[src/tag_pkg.sv]
// serial reset frame definitions for the pod tag clients
package tag_pkg;

  // frame is sent lsb first
  localparam int tag_frame_len_lp   = 4;
  localparam int tag_count_width_lp = $clog2(tag_frame_len_lp);

  // key sits in frame bits 3 down to 1
  localparam logic [tag_frame_len_lp-2:0] tag_key_lp = 3'b101;

  // requested reset value
  localparam int tag_reset_bit_lp = 0;

  // register stages from frame completion to the pod reset change
  localparam int reset_depth_lp = 3;

endpackage
[src/pod_tag_client.sv]
// pod reset client
// receives a serial key frame and drives the pod reset through a short chain
module pod_tag_client import tag_pkg::*; (
  input  logic clk_i,
  input  logic arst_n_i,
  input  logic tag_valid_i,
  input  logic tag_data_i,
  output logic pod_reset_o
);

  logic [tag_frame_len_lp-1:0]   frame_r;
  logic [tag_frame_len_lp-1:0]   frame_next;
  logic [tag_count_width_lp-1:0] count_r;
  logic                          frame_done;
  logic                          key_ok;
  logic [reset_depth_lp-1:0]     reset_chain_r;

  // lsb arrives first, so each new bit enters at the top
  assign frame_next = {tag_data_i, frame_r[tag_frame_len_lp-1:1]};
  assign frame_done = tag_valid_i &&
                      (count_r == tag_count_width_lp'(tag_frame_len_lp - 1));
  assign key_ok     = (frame_next[tag_frame_len_lp-1:1] == tag_key_lp);

  always_ff @(posedge clk_i or negedge arst_n_i) begin
    if (!arst_n_i) begin
      frame_r <= '0;
      count_r <= '0;
    end else if (tag_valid_i) begin
      frame_r <= frame_next;
      count_r <= frame_done ? '0 : count_r + 1'b1;
    end
  end

  // pods come out of reset held, stage 0 keeps the last accepted request
  always_ff @(posedge clk_i or negedge arst_n_i) begin
    if (!arst_n_i) begin
      reset_chain_r <= '1;
    end else begin
      if (frame_done && key_ok) begin
        reset_chain_r[0] <= frame_next[tag_reset_bit_lp];
      end
      reset_chain_r[reset_depth_lp-1:1] <= reset_chain_r[reset_depth_lp-2:0];
    end
  end

  assign pod_reset_o = reset_chain_r[reset_depth_lp-1];

endmodule

[config.mk]
export PLATFORM = sky130hd
export DESIGN_NAME = pod_tag_client
export DESIGN_NICKNAME = d
export VERILOG_FILES = /design/src/tag_pkg.sv /design/src/pod_tag_client.sv
export SDC_FILE = /design/constraint.sdc
export NUM_CORES = 1
export LEC_CHECK = 0
export BUFFER_PORTS_ARGS = -buffer_cell sky130_fd_sc_hd__buf_2
export CORE_AREA = 2 2 39 41
export CTS_CLUSTER_DIAMETER = 80
export DETAILED_ROUTE_END_ITERATION = 6
export DIE_AREA = 0 0 41 43
export GPL_ROUTABILITY_DRIVEN = 0
export GPL_TIMING_DRIVEN = 0
export HOLD_SLACK_MARGIN = 0.08
export PLACE_DENSITY = 0.48
export SYNTH_ARGS = -nofsm -noshare
export SYNTH_HDL_FRONTEND = slang
export SYNTH_SLANG_ARGS = --single-unit
[constraint.sdc]
create_clock -name clk_i -period 2.45 [get_ports clk_i]
set_input_delay 0.245 -clock clk_i [delete_from_list [all_inputs] [get_ports clk_i]]
set_output_delay 0.245 -clock clk_i [all_outputs]
set_load 0.01 [all_outputs]
Word-level counts from Yosys, hierarchy flattened
Index checks and enable logic that the tools add are counted.
{ "totals": {"elab_cells": 10, "reg_bits": 9, "in_bits": 4, "out_inout_bits": 1} }
{ "classes": {"mux": 1, "addsub": 1, "reduce_logical": 2, "n_eq_ne": 2} }
{ "op_table": {"columns": ["op", "count"], "rows": [
  ["$eq 3x3->1 const B", 1],
  ["$add 2x1->2 const B", 1],
  ["$eq 2x2->1 const B", 1],
  ["$logic_and 1x1->1", 2],
  ["$mux 2", 1]
]} }

Depth between registers and ports, before layout
{ "depth": {"ltp_word": 3, "mapped_depth": 4} }

Least setup slack after synthesis
Ideal clock, no wire load.
{ "synth_timing": {"kind": "register to register", "startpoint": "register count_r[0]", "endpoint": "register reset_chain_r[0]", "stages_incl_launch_ff": 5, "arrival_time_ns": 0.972, "setup_time_ns": 0.085, "slack_ns": 1.393, "t_required_ns": 2.365, "cell_sequence": "dfrtp_1 > ha_1 > nand4_1 > nor2_1 > mux2_1"} }
{ "synth_between": {"elab_chain_cells": 3} }
{ "synth_lines": {"columns": ["element", "line", "source"], "rows": [
  ["from (decl)", "pod_tag_client.sv:13", "logic [tag_count_width_lp-1:0] count_r;"],
  ["from (signal assigned)", "pod_tag_client.sv:30", "count_r <= frame_done ? '0 : count_r + 1'b1;"],
  ["$eq 2x2->1", "pod_tag_client.sv:21", "(count_r == tag_count_width_lp'(tag_frame_len_lp - 1));"],
  ["$logic_and 1x1->1", "pod_tag_client.sv:20", "assign frame_done = tag_valid_i &&"],
  ["$logic_and 1x1->1", "pod_tag_client.sv:39", "if (frame_done && key_ok) begin"],
  ["to (signal assigned)", "pod_tag_client.sv:40", "reset_chain_r[0] <= frame_next[tag_reset_bit_lp];"],
  ["to (signal, indexed assignment)", "pod_tag_client.sv:42", "reset_chain_r[reset_depth_lp-1:1] <= reset_chain_r[reset_depth_lp-2:0];"],
  ["to (decl)", "pod_tag_client.sv:16", "logic [reset_depth_lp-1:0] reset_chain_r;"]
]} }
Every way passes these cells.
A chain may end at the register's enable or synchronous reset.

Worst setup path in the final report
{ "layout_timing": {"startpoint": "register reset_chain_r[2]", "endpoint": "output pod_reset_o"} }
{ "layout_rtl": {"columns": ["element", "line", "source"], "rows": [
  ["to (decl)", "pod_tag_client.sv:8", "output logic pod_reset_o"]
]} }
No word-level cell between the ends.

==> impl_metrics.py <==
metrics = {
    "synth": {
        "synth.net_count": 24,
        "ys_types": 8,
        "syn_area_um2": 309,
        "synth_seq_cells": 8,
        "synth_area_leaders": "dfrtp_1, dfstp_2, mux2_2",
        "synth_top_area_cell": "dfrtp_1",
        "synth.yosys.warnings": 0,
        "netlist.area_leader.share_pct": 40.5,
        "postSynthAreaPerCell_um2": 16.3,
        "syn-instance-count": 19,
        "ys_seq_area_share_pct": 66.0,
    },
    "power_and_ir_drop": {
        "ir_drop_v": 0.000262,
        "finalPower_uw": 407,
        "leakage_uw": 0.000166,
        "p_per_area_nw_per_um2": 1070,
    },
    "floorplan": {
        "ios": 5,
        "start_util_pct": 22.3,
        "die_x_um": 41,
        "die_y_um": 43,
        "rows": 14,
        "core_area_um2": 1380,
        "dieArea_um2": 1760,
    },
    "clock_tree": {
        "cts_tree": "built",
        "clkTransAtPathRegs_ns": 0.06,
        "clock_latency_ns": 0.26,
        "cts_sinks": 8,
        "cts.repair.resized": 0,
        "clk_path_buf_depth": 2,
        "cts_max_level": 1,
        "cts_root_buffer": "clkbuf_4",
        "cts_made_buffers": 3,
    },
    "finish": {
        "final_util_pct": 27.5,
        "area_delta_synth_final_pct": 23.1,
        "nFillCells": 148,
        "layout_common_cells": "mux2_2, dfrtp_1, clkbuf_4, buf_2, dfstp_2",
        "drive_gt1_share_pct": 55.6,
        "diodes": 0,
        "final_nets": 33,
    },
    "setup_path": {
        "r2r_slack_ns": 1.34,
        "critPathRequiredTime_ns": 2.20,
        "slowest_stage": "dfstp_2",
        "r2r_start": "count_r[0]",
        "critical_path.max_fanout": 1,
        "r2r_end": "reset_chain_r[0]",
        "worstSetupStartpointType": "flop",
        "slowest_delay_ns": 0.50,
        "cp-startpoint": "reset_chain_r[2]",
        "cp_top_family": "flip-flops",
        "reg2regPathDepth": 4,
        "cp.depth": 1,
        "path_buf_inv": 1,
        "end_kind": "output port",
        "cp-endpoint": "pod_reset_o",
        "critPathArrivalTime_ns": 0.87,
        "crit_type": "reg2out",
        "crit_chain": "buf_2",
    },
    "global_route": {
        "grt-ovfl-total": 0,
        "globalRouteTotalUtil_pct": 7.43,
        "first_global_vias": 206,
        "grt_first_pass_wirelength_um": 772,
        "grt_max_degree": 9,
        "antenna_found_initial": 0,
    },
    "drt": {
        "num_vias": 168,
        "dr.pass1.iters": 1,
        "drc": 0,
        "wl_per_cell_um": 9.58,
        "ant_nets": 0,
        "via_per_inst": 3.91,
        "drt_iter0_drc": 0,
        "totalWireLength_um": 412,
    },
    "placement": {
        "post-place-ws_ns": 1.33,
        "io_buffers": 3,
    },
    "job": {
        "cap_violations": 0,
    },
    "sta": {
        "holdWs_ns": 0.234,
        "maxSlewViolCount": 0,
        "hold_violations": 0,
        "rsz0062_at_grt": "false",
        "worstMarginPinSlew_ns": 0.174,
        "fin_setup_tns_ns": 0,
        "period_minus_slack_ns": 1.12,
        "fin_crit_sh_pct": 45.6,
        "slew_headroom_pct": 88.4,
        "setup_ws_ns": 1.33,
        "setup_viol": 0,
        "clock_skew_ns": 0.00567,
        "max_freq_ghz": 0.896,
    },
    "outcome": {
        "status": "finished clean",
    },
    "worst_hold_path": {
        "hp-class": "in2reg",
    },
}
[state kept, by name (all words and copies together), names as in the netlist]
signal / cells
count_r: 2
frame_r: 3
reset_chain_r: 3
[routing by layer]
layer	vias to the layer above	GRT usage, %	share of wire, %
met2	7	9.69	53
met1	80	7.07	37
li1	81	-	-
met3	0	4.71	9.7
met4	0	8.00	0
met5	-	0	0
[cell type report]
cell class / instances / area (µm²) / share of cell area (%)
Multi-Input combinational cell: 10 / 93.8 / 24.7
Buffer: 1 / 11.3 / 2.96
Tap cell: 16 / 20.0 / 5.26
Clock buffer: 4 / 26.3 / 6.91
Timing Repair Buffer: 4 / 25.0 / 6.58
Sequential cell: 8 / 204 / 53.6
[Yosys cell counts, drive strengths merged]
cell type  n
mux2       6
dfrtp      5
dfstp      3
nor2       2
buf        1
ha         1
nand4      1
[worst min path at each step]
| stage | startpoint | to | slack, ns | cells past startpoint |
|---|---|---|---|---|
| after detailed placement | arst_n_i | frame_r[1] | 0.09 | 1 |
| final | tag_data_i | frame_r[3] | 0.23 | 2 |
| after floorplan | arst_n_i | count_r[0] | -0.05 | 0 |
| after global placement | arst_n_i | count_r[0] | 0.09 | 1 |
| after CTS | tag_data_i | frame_r[3] | 0.22 | 2 |
| after global routing | tag_data_i | frame_r[3] | 0.24 | 2 |
[cells by family after synthesis]
logic type,synth area share [%]
buf+inv,3.64
mux,21.9
fa+ha+maj,4.05
simple gates,4.46
flops,66.0
[metrics by stage]
step / instances / cell area, µm²
3_3_place_gp: 38 / 344
6_report: 43 / 380
2_1_floorplan: 19 / 309
5_1_grt: 43 / 380
4_1_cts: 43 / 380
3_5_place_dp: 38 / 344
[where the power goes]
| part | switching [µW] | leakage, µW | internal, µW |
|---|---|---|---|
| sequential | 22.2 | 0.0000901 | 198 |
| combinational | 30.4 | 0.0000611 | 47.3 |
| clock | 46.4 | 0.0000150 | 62.4 |
| total | 99.1 | 0.000166 | 307 |
[what timing repair did]
item	CTS	global route
endpoints found under the setup margin	0	0
setup buffers	0	0
hold endpoints to repair	8	0
hold buffers	1	0
Power figures use the tool's default switching activity.
