File: src/noc_pkg.sv
// mesh network definitions for the pod array
// covers the array size, the packet layout and the router port indices
package noc_pkg;

  // array shape
  localparam int num_pods_x_lp = 2;
  localparam int num_pods_y_lp = 2;

  // 0 and 3 are the edge coordinates and pods sit at 1..2
  localparam int cord_width_lp = 2;

  // msb to lsb a packet holds dest_x, dest_y, src_x, src_y and payload
  localparam int payload_width_lp = 16;
  localparam int packet_width_lp  = 4 * cord_width_lp + payload_width_lp;

  localparam int payload_lsb_lp = 0;
  localparam int src_y_lsb_lp   = payload_lsb_lp + payload_width_lp;
  localparam int src_x_lsb_lp   = src_y_lsb_lp + cord_width_lp;
  localparam int dest_y_lsb_lp  = src_x_lsb_lp + cord_width_lp;
  localparam int dest_x_lsb_lp  = dest_y_lsb_lp + cord_width_lp;

  // router port indices
  localparam int num_dirs_lp  = 5;
  localparam int dir_width_lp = 3;

  localparam logic [dir_width_lp-1:0] dir_p_lp = 3'd0;
  localparam logic [dir_width_lp-1:0] dir_w_lp = 3'd1;
  localparam logic [dir_width_lp-1:0] dir_e_lp = 3'd2;
  localparam logic [dir_width_lp-1:0] dir_n_lp = 3'd3;
  localparam logic [dir_width_lp-1:0] dir_s_lp = 3'd4;

  // input buffer depth per router port is kept a power of two
  localparam int fifo_depth_lp     = 2;
  localparam int fifo_ptr_width_lp = $clog2(fifo_depth_lp);
  localparam int fifo_cnt_width_lp = $clog2(fifo_depth_lp + 1);

endpackage

File: src/pod_input_fifo.sv
// small packet buffer on one router input
// drops writes while full, emptied by the pod reset
module pod_input_fifo import noc_pkg::*; (
  input  logic                       clk_i,
  input  logic                       arst_n_i,
  input  logic                       pod_reset_i,
  input  logic                       wr_v_i,
  input  logic [packet_width_lp-1:0] wr_data_i,
  input  logic                       rd_yumi_i,
  output logic                       rd_v_o,
  output logic [packet_width_lp-1:0] rd_data_o
);

  logic [packet_width_lp-1:0]   mem_r [fifo_depth_lp];
  logic [fifo_ptr_width_lp-1:0] wr_ptr_r;
  logic [fifo_ptr_width_lp-1:0] rd_ptr_r;
  logic [fifo_cnt_width_lp-1:0] count_r;
  logic                         full;
  logic                         do_wr;
  logic                         do_rd;

  assign full      = (count_r == fifo_cnt_width_lp'(fifo_depth_lp));
  assign do_wr     = wr_v_i && !full && !pod_reset_i;
  assign do_rd     = rd_yumi_i && rd_v_o;
  assign rd_v_o    = (count_r != '0);
  assign rd_data_o = mem_r[rd_ptr_r];

  // pointers wrap on their own since the depth is a power of two
  always_ff @(posedge clk_i or negedge arst_n_i) begin
    if (!arst_n_i) begin
      wr_ptr_r <= '0;
      rd_ptr_r <= '0;
      count_r  <= '0;
    end else if (pod_reset_i) begin
      wr_ptr_r <= '0;
      rd_ptr_r <= '0;
      count_r  <= '0;
    end else begin
      if (do_wr) wr_ptr_r <= wr_ptr_r + 1'b1;
      if (do_rd) rd_ptr_r <= rd_ptr_r + 1'b1;
      count_r <= count_r + fifo_cnt_width_lp'(do_wr) - fifo_cnt_width_lp'(do_rd);
    end
  end

  always_ff @(posedge clk_i) begin
    if (do_wr) mem_r[wr_ptr_r] <= wr_data_i;
  end

endmodule

File: src/pod_router.sv
// five port pod router, dimension order routing with x resolved first
// each output has its own round robin arbiter and a registered output
module pod_router import noc_pkg::*; (
  input  logic                                        clk_i,
  input  logic                                        arst_n_i,
  input  logic                                        pod_reset_i,
  input  logic [cord_width_lp-1:0]                    my_x_i,
  input  logic [cord_width_lp-1:0]                    my_y_i,
  input  logic [num_dirs_lp-1:0]                      in_v_i,
  input  logic [num_dirs_lp-1:0][packet_width_lp-1:0] in_data_i,
  output logic [num_dirs_lp-1:0]                      out_v_o,
  output logic [num_dirs_lp-1:0][packet_width_lp-1:0] out_data_o
);

  logic [num_dirs_lp-1:0]                      head_v;
  logic [num_dirs_lp-1:0][packet_width_lp-1:0] head_data;
  logic [num_dirs_lp-1:0][dir_width_lp-1:0]    head_dir;
  logic [num_dirs_lp-1:0]                      head_yumi;
  // indexed as [output][input]
  logic [num_dirs_lp-1:0][num_dirs_lp-1:0]     req;
  logic [num_dirs_lp-1:0]                      grant_v;
  logic [num_dirs_lp-1:0][dir_width_lp-1:0]    grant_idx;
  logic [num_dirs_lp-1:0][dir_width_lp-1:0]    last_r;

  function automatic logic [dir_width_lp-1:0] route_dir(
    input logic [packet_width_lp-1:0] pkt,
    input logic [cord_width_lp-1:0]   x,
    input logic [cord_width_lp-1:0]   y
  );
    logic [cord_width_lp-1:0] dx;
    logic [cord_width_lp-1:0] dy;
    dx = pkt[dest_x_lsb_lp +: cord_width_lp];
    dy = pkt[dest_y_lsb_lp +: cord_width_lp];
    if (dx < x) return dir_w_lp;
    if (dx > x) return dir_e_lp;
    if (dy < y) return dir_n_lp;
    if (dy > y) return dir_s_lp;
    return dir_p_lp;
  endfunction

  for (genvar i = 0; i < num_dirs_lp; i++) begin : g_in
    pod_input_fifo u_fifo (
      .clk_i       (clk_i),
      .arst_n_i    (arst_n_i),
      .pod_reset_i (pod_reset_i),
      .wr_v_i      (in_v_i[i]),
      .wr_data_i   (in_data_i[i]),
      .rd_yumi_i   (head_yumi[i]),
      .rd_v_o      (head_v[i]),
      .rd_data_o   (head_data[i])
    );

    assign head_dir[i] = route_dir(head_data[i], my_x_i, my_y_i);
  end

  always_comb begin
    for (int o = 0; o < num_dirs_lp; o++) begin
      for (int i = 0; i < num_dirs_lp; i++) begin
        req[o][i] = head_v[i] && (head_dir[i] == dir_width_lp'(o));
      end
    end
  end

  always_comb begin : arb
    int idx;
    grant_v   = '0;
    grant_idx = last_r;
    for (int o = 0; o < num_dirs_lp; o++) begin
      // scan backward so the first requester after the last grant wins
      for (int k = num_dirs_lp; k >= 1; k--) begin
        idx = (int'(last_r[o]) + k) % num_dirs_lp;
        if (req[o][idx]) begin
          grant_v[o]   = 1'b1;
          grant_idx[o] = dir_width_lp'(idx);
        end
      end
    end
  end

  // an input asks for one output only, so at most one grant pops it
  always_comb begin
    head_yumi = '0;
    for (int o = 0; o < num_dirs_lp; o++) begin
      if (grant_v[o]) head_yumi[grant_idx[o]] = 1'b1;
    end
  end

  always_ff @(posedge clk_i or negedge arst_n_i) begin
    if (!arst_n_i) begin
      out_v_o <= '0;
      last_r  <= '0;
    end else if (pod_reset_i) begin
      out_v_o <= '0;
      last_r  <= '0;
    end else begin
      out_v_o <= grant_v;
      for (int o = 0; o < num_dirs_lp; o++) begin
        if (grant_v[o]) last_r[o] <= grant_idx[o];
      end
    end
  end

  always_ff @(posedge clk_i) begin
    for (int o = 0; o < num_dirs_lp; o++) begin
      if (grant_v[o]) out_data_o[o] <= head_data[grant_idx[o]];
    end
  end

endmodule

File: src/pod_row.sv
// one row of pod routers linked east to west
// assigns each router its global coordinates and exposes the remaining links
module pod_row import noc_pkg::*; #(
  parameter int row_index_p = 0
) (
  input  logic                                          clk_i,
  input  logic                                          arst_n_i,
  input  logic [num_pods_x_lp-1:0]                      pod_reset_i,
  input  logic                                          west_v_i,
  input  logic [packet_width_lp-1:0]                    west_data_i,
  output logic                                          west_v_o,
  output logic [packet_width_lp-1:0]                    west_data_o,
  input  logic                                          east_v_i,
  input  logic [packet_width_lp-1:0]                    east_data_i,
  output logic                                          east_v_o,
  output logic [packet_width_lp-1:0]                    east_data_o,
  // per column vertical links
  input  logic [num_pods_x_lp-1:0]                      north_v_i,
  input  logic [num_pods_x_lp-1:0][packet_width_lp-1:0] north_data_i,
  output logic [num_pods_x_lp-1:0]                      north_v_o,
  output logic [num_pods_x_lp-1:0][packet_width_lp-1:0] north_data_o,
  input  logic [num_pods_x_lp-1:0]                      south_v_i,
  input  logic [num_pods_x_lp-1:0][packet_width_lp-1:0] south_data_i,
  output logic [num_pods_x_lp-1:0]                      south_v_o,
  output logic [num_pods_x_lp-1:0][packet_width_lp-1:0] south_data_o,
  // local ports
  input  logic [num_pods_x_lp-1:0]                      inject_v_i,
  input  logic [num_pods_x_lp-1:0][packet_width_lp-1:0] inject_data_i,
  output logic [num_pods_x_lp-1:0]                      eject_v_o,
  output logic [num_pods_x_lp-1:0][packet_width_lp-1:0] eject_data_o
);

  logic [num_pods_x_lp-1:0][num_dirs_lp-1:0]                      rtr_in_v;
  logic [num_pods_x_lp-1:0][num_dirs_lp-1:0][packet_width_lp-1:0] rtr_in_data;
  logic [num_pods_x_lp-1:0][num_dirs_lp-1:0]                      rtr_out_v;
  logic [num_pods_x_lp-1:0][num_dirs_lp-1:0][packet_width_lp-1:0] rtr_out_data;
  logic [num_pods_x_lp-1:0][cord_width_lp-1:0]                    global_x;
  logic [num_pods_x_lp-1:0][cord_width_lp-1:0]                    global_y;

  for (genvar x = 0; x < num_pods_x_lp; x++) begin : g_col
    // coordinate 0 is the west and north edge, pods start at 1
    assign global_x[x] = cord_width_lp'(x + 1);
    assign global_y[x] = cord_width_lp'(row_index_p + 1);

    pod_router u_router (
      .clk_i       (clk_i),
      .arst_n_i    (arst_n_i),
      .pod_reset_i (pod_reset_i[x]),
      .my_x_i      (global_x[x]),
      .my_y_i      (global_y[x]),
      .in_v_i      (rtr_in_v[x]),
      .in_data_i   (rtr_in_data[x]),
      .out_v_o     (rtr_out_v[x]),
      .out_data_o  (rtr_out_data[x])
    );

    assign rtr_in_v[x][dir_p_lp]    = inject_v_i[x];
    assign rtr_in_data[x][dir_p_lp] = inject_data_i[x];
    assign eject_v_o[x]             = rtr_out_v[x][dir_p_lp];
    assign eject_data_o[x]          = rtr_out_data[x][dir_p_lp];

    assign rtr_in_v[x][dir_n_lp]    = north_v_i[x];
    assign rtr_in_data[x][dir_n_lp] = north_data_i[x];
    assign north_v_o[x]             = rtr_out_v[x][dir_n_lp];
    assign north_data_o[x]          = rtr_out_data[x][dir_n_lp];
    assign rtr_in_v[x][dir_s_lp]    = south_v_i[x];
    assign rtr_in_data[x][dir_s_lp] = south_data_i[x];
    assign south_v_o[x]             = rtr_out_v[x][dir_s_lp];
    assign south_data_o[x]          = rtr_out_data[x][dir_s_lp];

    if (x == 0) begin : g_west_edge
      assign rtr_in_v[x][dir_w_lp]    = west_v_i;
      assign rtr_in_data[x][dir_w_lp] = west_data_i;
      assign west_v_o                 = rtr_out_v[x][dir_w_lp];
      assign west_data_o              = rtr_out_data[x][dir_w_lp];
    end else begin : g_west_link
      assign rtr_in_v[x][dir_w_lp]    = rtr_out_v[x-1][dir_e_lp];
      assign rtr_in_data[x][dir_w_lp] = rtr_out_data[x-1][dir_e_lp];
    end

    if (x == num_pods_x_lp - 1) begin : g_east_edge
      assign rtr_in_v[x][dir_e_lp]    = east_v_i;
      assign rtr_in_data[x][dir_e_lp] = east_data_i;
      assign east_v_o                 = rtr_out_v[x][dir_e_lp];
      assign east_data_o              = rtr_out_data[x][dir_e_lp];
    end else begin : g_east_link
      assign rtr_in_v[x][dir_e_lp]    = rtr_out_v[x+1][dir_w_lp];
      assign rtr_in_data[x][dir_e_lp] = rtr_out_data[x+1][dir_w_lp];
    end
  end

endmodule

File: config.mk
export PLATFORM = sky130hd
export DESIGN_NAME = pod_row
export DESIGN_NICKNAME = d
export VERILOG_FILES = /design/src/noc_pkg.sv /design/src/pod_input_fifo.sv /design/src/pod_router.sv /design/src/pod_row.sv
export SDC_FILE = /design/constraint.sdc
export NUM_CORES = 2
export LEC_CHECK = 0
export ABC_CLOCK_PERIOD_IN_PS = 15600
export BUFFER_PORTS_ARGS = -buffer_cell sky130_fd_sc_hd__buf_4
export CAP_MARGIN = 20
export CORE_UTILIZATION = 30
export DETAILED_ROUTE_END_ITERATION = 8
export PLACE_DENSITY = 0.51
export SLEW_MARGIN = 25
export SYNTH_ARGS = -nofsm -noshare
export SYNTH_HDL_FRONTEND = slang
export SYNTH_HIERARCHICAL = 1
export SYNTH_SLANG_ARGS = --single-unit
File: constraint.sdc
create_clock -name clk_i -period 15.6 [get_ports clk_i]
set_input_delay 0 -clock clk_i [delete_from_list [all_inputs] [get_ports clk_i]]
set_output_delay 0 -clock clk_i [all_outputs]
set_load 0.01 [all_outputs]
==> results.tsv <==
stage	metric	value	unit
run_status	outcome	finished, final reports clean	
cells_and_area	share of layout cells above drive strength 1	0.196	
critical_path	CP arrival	8.58	ns
critical_path	crit path max-delay cell type	ha_1	
critical_path	CP Class	reg -> reg	
critical_path	CP max FO	31	
floorplan	Ports	404	
critical_path	R2R cell count	27	
drt	Via density	5.52	
synth	number of synthesized register bits	800	
floorplan	die area	198000	um^2
worst_hold_path	Hold Startpoint	south_data_i[44]	
critical_path	crit-path most repeated cell	ha_1	
cts	CTS HTree Levels	3	
cells_and_area	commonest cells after routing, fill and taps aside	edfxtp_1 (720), buf_4 (503), mux2i_1 (430), nand2_1 (308), ha_1 (306)	
synth	library cells used by synthesis	140	
critical_path	Worst path max stage delay	0.74	ns
cts	Root Buffer	clkbuf_16	
cts	worst skew pair latency	0.68	ns
floorplan	# rows	162	
global_routing	number of global-route vias before repair	45900	
critical_path	CP delay by family, top	simple AND/OR/NAND/NOR gates	
placed_design	I/O Buffers	403	
cells_and_area	Area Growth Syn to Fin	17.6	%
pwr	LEAKAGE	26.7	nW
floorplan	Die Wd	444	um
drt	DR pass1 iterations	5	
critical_path	Critical Path Sink Type	flip-flop	
cts	clock tree buffer depth	3	
cts	CTS tree	built	
critical_path	Critical Path RT	16.20	ns
synth	async set-reset flop share out of synthesis	0.100	
floorplan	Starting Density	0.302	
drt	initial DRC count	3909	
synth	Seq/Total Area, Yosys	0.402	
pwr	VDD IR max	0.220	mV
placed_design	Final HPWL DP	152	mm
timing	Period minus WS final	7.99	ns
cells_and_area	Finished Cell Area	69100	um^2
cts	CTS sink cnt	800	
critical_path	crit path launch type	flip-flop	
timing	Peak Freq	0.125	GHz
synth	synthesized instance count	5362	
cts	clock-pin slew on the worst setup and hold paths	0.06	ns
run	max-cap violation count	0	
cts	post-CTS sizing	0	
global_routing	GR Overflow Total	0	
global_routing	first-pass GRT wire length	303	mm
timing	Tcrit/Tclk final	0.512	
timing	Finish-stage setup viols	0	
critical_path	WP buf/inv	4	
floorplan	CORE AREA	195000	um^2
worst_hold_path	hold path endpoint	g_col[1].u_router/g_in[4].u_fifo/mem_r[0][20]	
synth	Syn. warnings	6	
global_routing	GRT Resource Usage Total	0.200	
cells_and_area	Register Area	23600	um^2
synth	most common flop cell mapped by yosys	edfxtp_1	
synth	Cell Area, Synth	58700	um^2
timing	clock skew	0.0315	ns
critical_path	r2r startpoint	g_col[0].u_router/last_r[12]	
critical_path	R2R Path End	g_col[0].u_router/g_in[3].u_fifo/count_r[1]	
drt	via count	47400	
synth	synthesized area per cell	11.0	um^2
placed_design	GP Congestion	0.878	
cells_and_area	filler cell count	19200	
cells_and_area	commonest non-fill, non-tap cell in the layout	edfxtp_1	
global_routing	largest net degree at the start of global routing	55	
timing	worst slew pin tran	1.03	ns
synth	Post-synth EDFFs	720	
cells_and_area	footprint of the multi-input gates	32500	um^2
drt	WL per Instance	24.0	um
floorplan	DIE HEIGHT	444	um
worst_hold_path	worst hold-check path type	in -> reg	
critical_path	flop2flop setup slack	7.61	ns
drt	final WL	206	mm
timing	Fin. Hold Viols	0	
timing	unrepaired setup endpoints after global routing	no	
timing	slew margin rel.	0.311	
drt	DRC violations left	0	
timing	Setup Total Neg Slack	0	ns
timing	Pins Over Slew Limit	0	
cells_and_area	nets	6413	
worst_hold_path	Hold Path Depth	2	
cts	Num CTS Buffers	84	
global_routing	initial antenna violation count	6	
pwr	Pwr Density	250	nW/um^2
drt	antenna viol nets, final	0	
placed_design	DP Area	64200	um^2
-- cell type report --
cell class,count,area share
clock buffer,108,0.0319
tap,2624,0.0475
timing repair buffer,720,0.0863
clock inverter,46,0.00742
multi-input combinational,4024,0.470
antenna,3,0.000109
sequential,800,0.342
inverter,270,0.0147
-- metal layers --
| layer | global-route usage | up-vias | routed length (um) | share of wire |
|---|---|---|---|---|
| li1 | - | 21900 | - | - |
| met1 | 0.255 | 23700 | 86900 | 0.42 |
| met2 | 0.352 | 1586 | 103000 | 0.50 |
| met3 | 0.0174 | 297 | 9080 | 0.044 |
| met4 | 0.0736 | 4 | 7440 | 0.036 |
| met5 | 0 | - | 27 | 0.00013 |
-- report_power, final --
part	switching [mW]	total (mW)	internal, mW
clock	0.882	2.04	1.15
combinational	7.11	11.3	4.16
sequential	0.408	3.97	3.56
-- synthesized netlist by cell type (all sizes together), types with 35 or more instances --
cell	instances	share of area
o21a	53	0.0068
o21ai	224	0.019
a21oi	186	0.016
a32oi	48	0.0073
inv	264	0.017
nand2b	95	0.010
mux2i	430	0.073
edfxtp	720	0.37
nand3	133	0.011
xnor2	69	0.011
or3	36	0.0038
nor2	277	0.018
ha	306	0.065
a2bb2oi	56	0.0083
o2bb2ai	77	0.011
or2	54	0.0058
a22oi	75	0.0096
a31oi	36	0.0039
o221ai	104	0.016
o211ai	69	0.0092
nor2b	92	0.0099
nor4	35	0.0040
a211oi	67	0.0090
clkbuf	122	0.0078
and2	47	0.0050
dfrtp	80	0.034
nor3	85	0.0077
o22ai	56	0.0060
mux2	342	0.078
buf	168	0.024
nand2	311	0.020
-- sequential cells by signal, indices dropped and copies added, names as in the netlist --
signal / count
g_col.u_router/out_v_o: 10
g_col.u_router/g_in.u_fifo/mem_r: 480
g_col.u_router/g_in.u_fifo/wr_ptr_r: 10
g_col.u_router/last_r: 30
g_col.u_router/g_in.u_fifo/rd_ptr_r: 10
g_col.u_router/g_in.u_fifo/count_r: 20
g_col.u_router/out_data_o: 240
-- worst register-to-register path, cell delays in order, from the launching register on --
cell and delay [ns]:
dfrtp_1 0.32, buf_4 0.32, clkinv_1 0.58, ha_1 0.74
ha_1 0.35, nor3b_1 0.26, o31ai_1 0.14, xnor2_1 0.49
inv_1 0.20, ha_1 0.22, nand2b_1 0.17, nand3_1 0.11
o211ai_1 0.12, nor4_1 0.42, o211ai_1 0.23, o2bb2ai_1 0.20
a211oi_1 0.29, a2bb2oi_1 0.41, or2_2 0.65, nor2_1 0.11
or4_1 0.52, o21a_1 0.16, ha_1 0.28, inv_1 0.04
ha_1 0.17, xor2_1 0.15, and2_1 0.15, nor3_1 0.13
-- logic make-up (layout without fill, tap and decap cells) --
logic type	count (synthesis)	in the layout	synth area share
AOI/OAI and AO/OA	1426	1426	0.182
xor gates and xnor gates	94	94	0.0156
adders and majority gates	309	309	0.0662
buffers and inverters	560	1144	0.0490
DFF	800	800	0.402
muxes	797	797	0.161
other	2	27	0.000128
and+or+nand+nor	1374	1374	0.125
-- worst max path at each step --
stage | from | end | slack, ns | cells past startpoint
floorplan | g_col[1].u_router/last_r[9] | g_col[1].u_router/g_in[4].u_fifo/count_r[1] | 8.72 | 31
global placement | g_col[0].u_router/last_r[12] | g_col[0].u_router/g_in[3].u_fifo/count_r[1] | 7.98 | 27
detailed placement | g_col[1].u_router/last_r[9] | g_col[1].u_router/g_in[0].u_fifo/count_r[1] | 7.80 | 27
CTS | g_col[0].u_router/last_r[12] | g_col[0].u_router/g_in[3].u_fifo/count_r[1] | 7.72 | 27
global route | g_col[0].u_router/last_r[12] | g_col[0].u_router/g_in[3].u_fifo/count_r[1] | 6.94 | 27
finish | g_col[0].u_router/last_r[12] | g_col[0].u_router/g_in[3].u_fifo/count_r[1] | 7.61 | 27
-- per-stage QoR --
| stage | util | hold slack, ns | std cells | setup WS (ns) | total power [mW] |
|---|---|---|---|---|---|
| floorplan | - | -0.296 | 5384 | 8.72 | 11.5 |
| global placement | 0.329 | 0.120 | 8221 | 7.98 | 15.0 |
| detailed placement | 0.330 | 0.107 | 8221 | 7.80 | 15.1 |
| CTS | 0.355 | 0.00203 | 8592 | 7.72 | 17.2 |
| global route | 0.355 | 0.0325 | 8594 | 6.94 | 18.1 |
| finish | 0.355 | 0.0431 | 8595 | 7.61 | 17.3 |
-- what timing repair did --
| item | 4_1_cts | 5_1_grt |
|---|---|---|
| hold endpoints to repair | 509 | 0 |
| hold buffers | 217 | 0 |
| buffers inserted | 0 | 0 |
| endpoints found under the setup margin | 0 | 0 |
(Power assumes the default switching activity.)
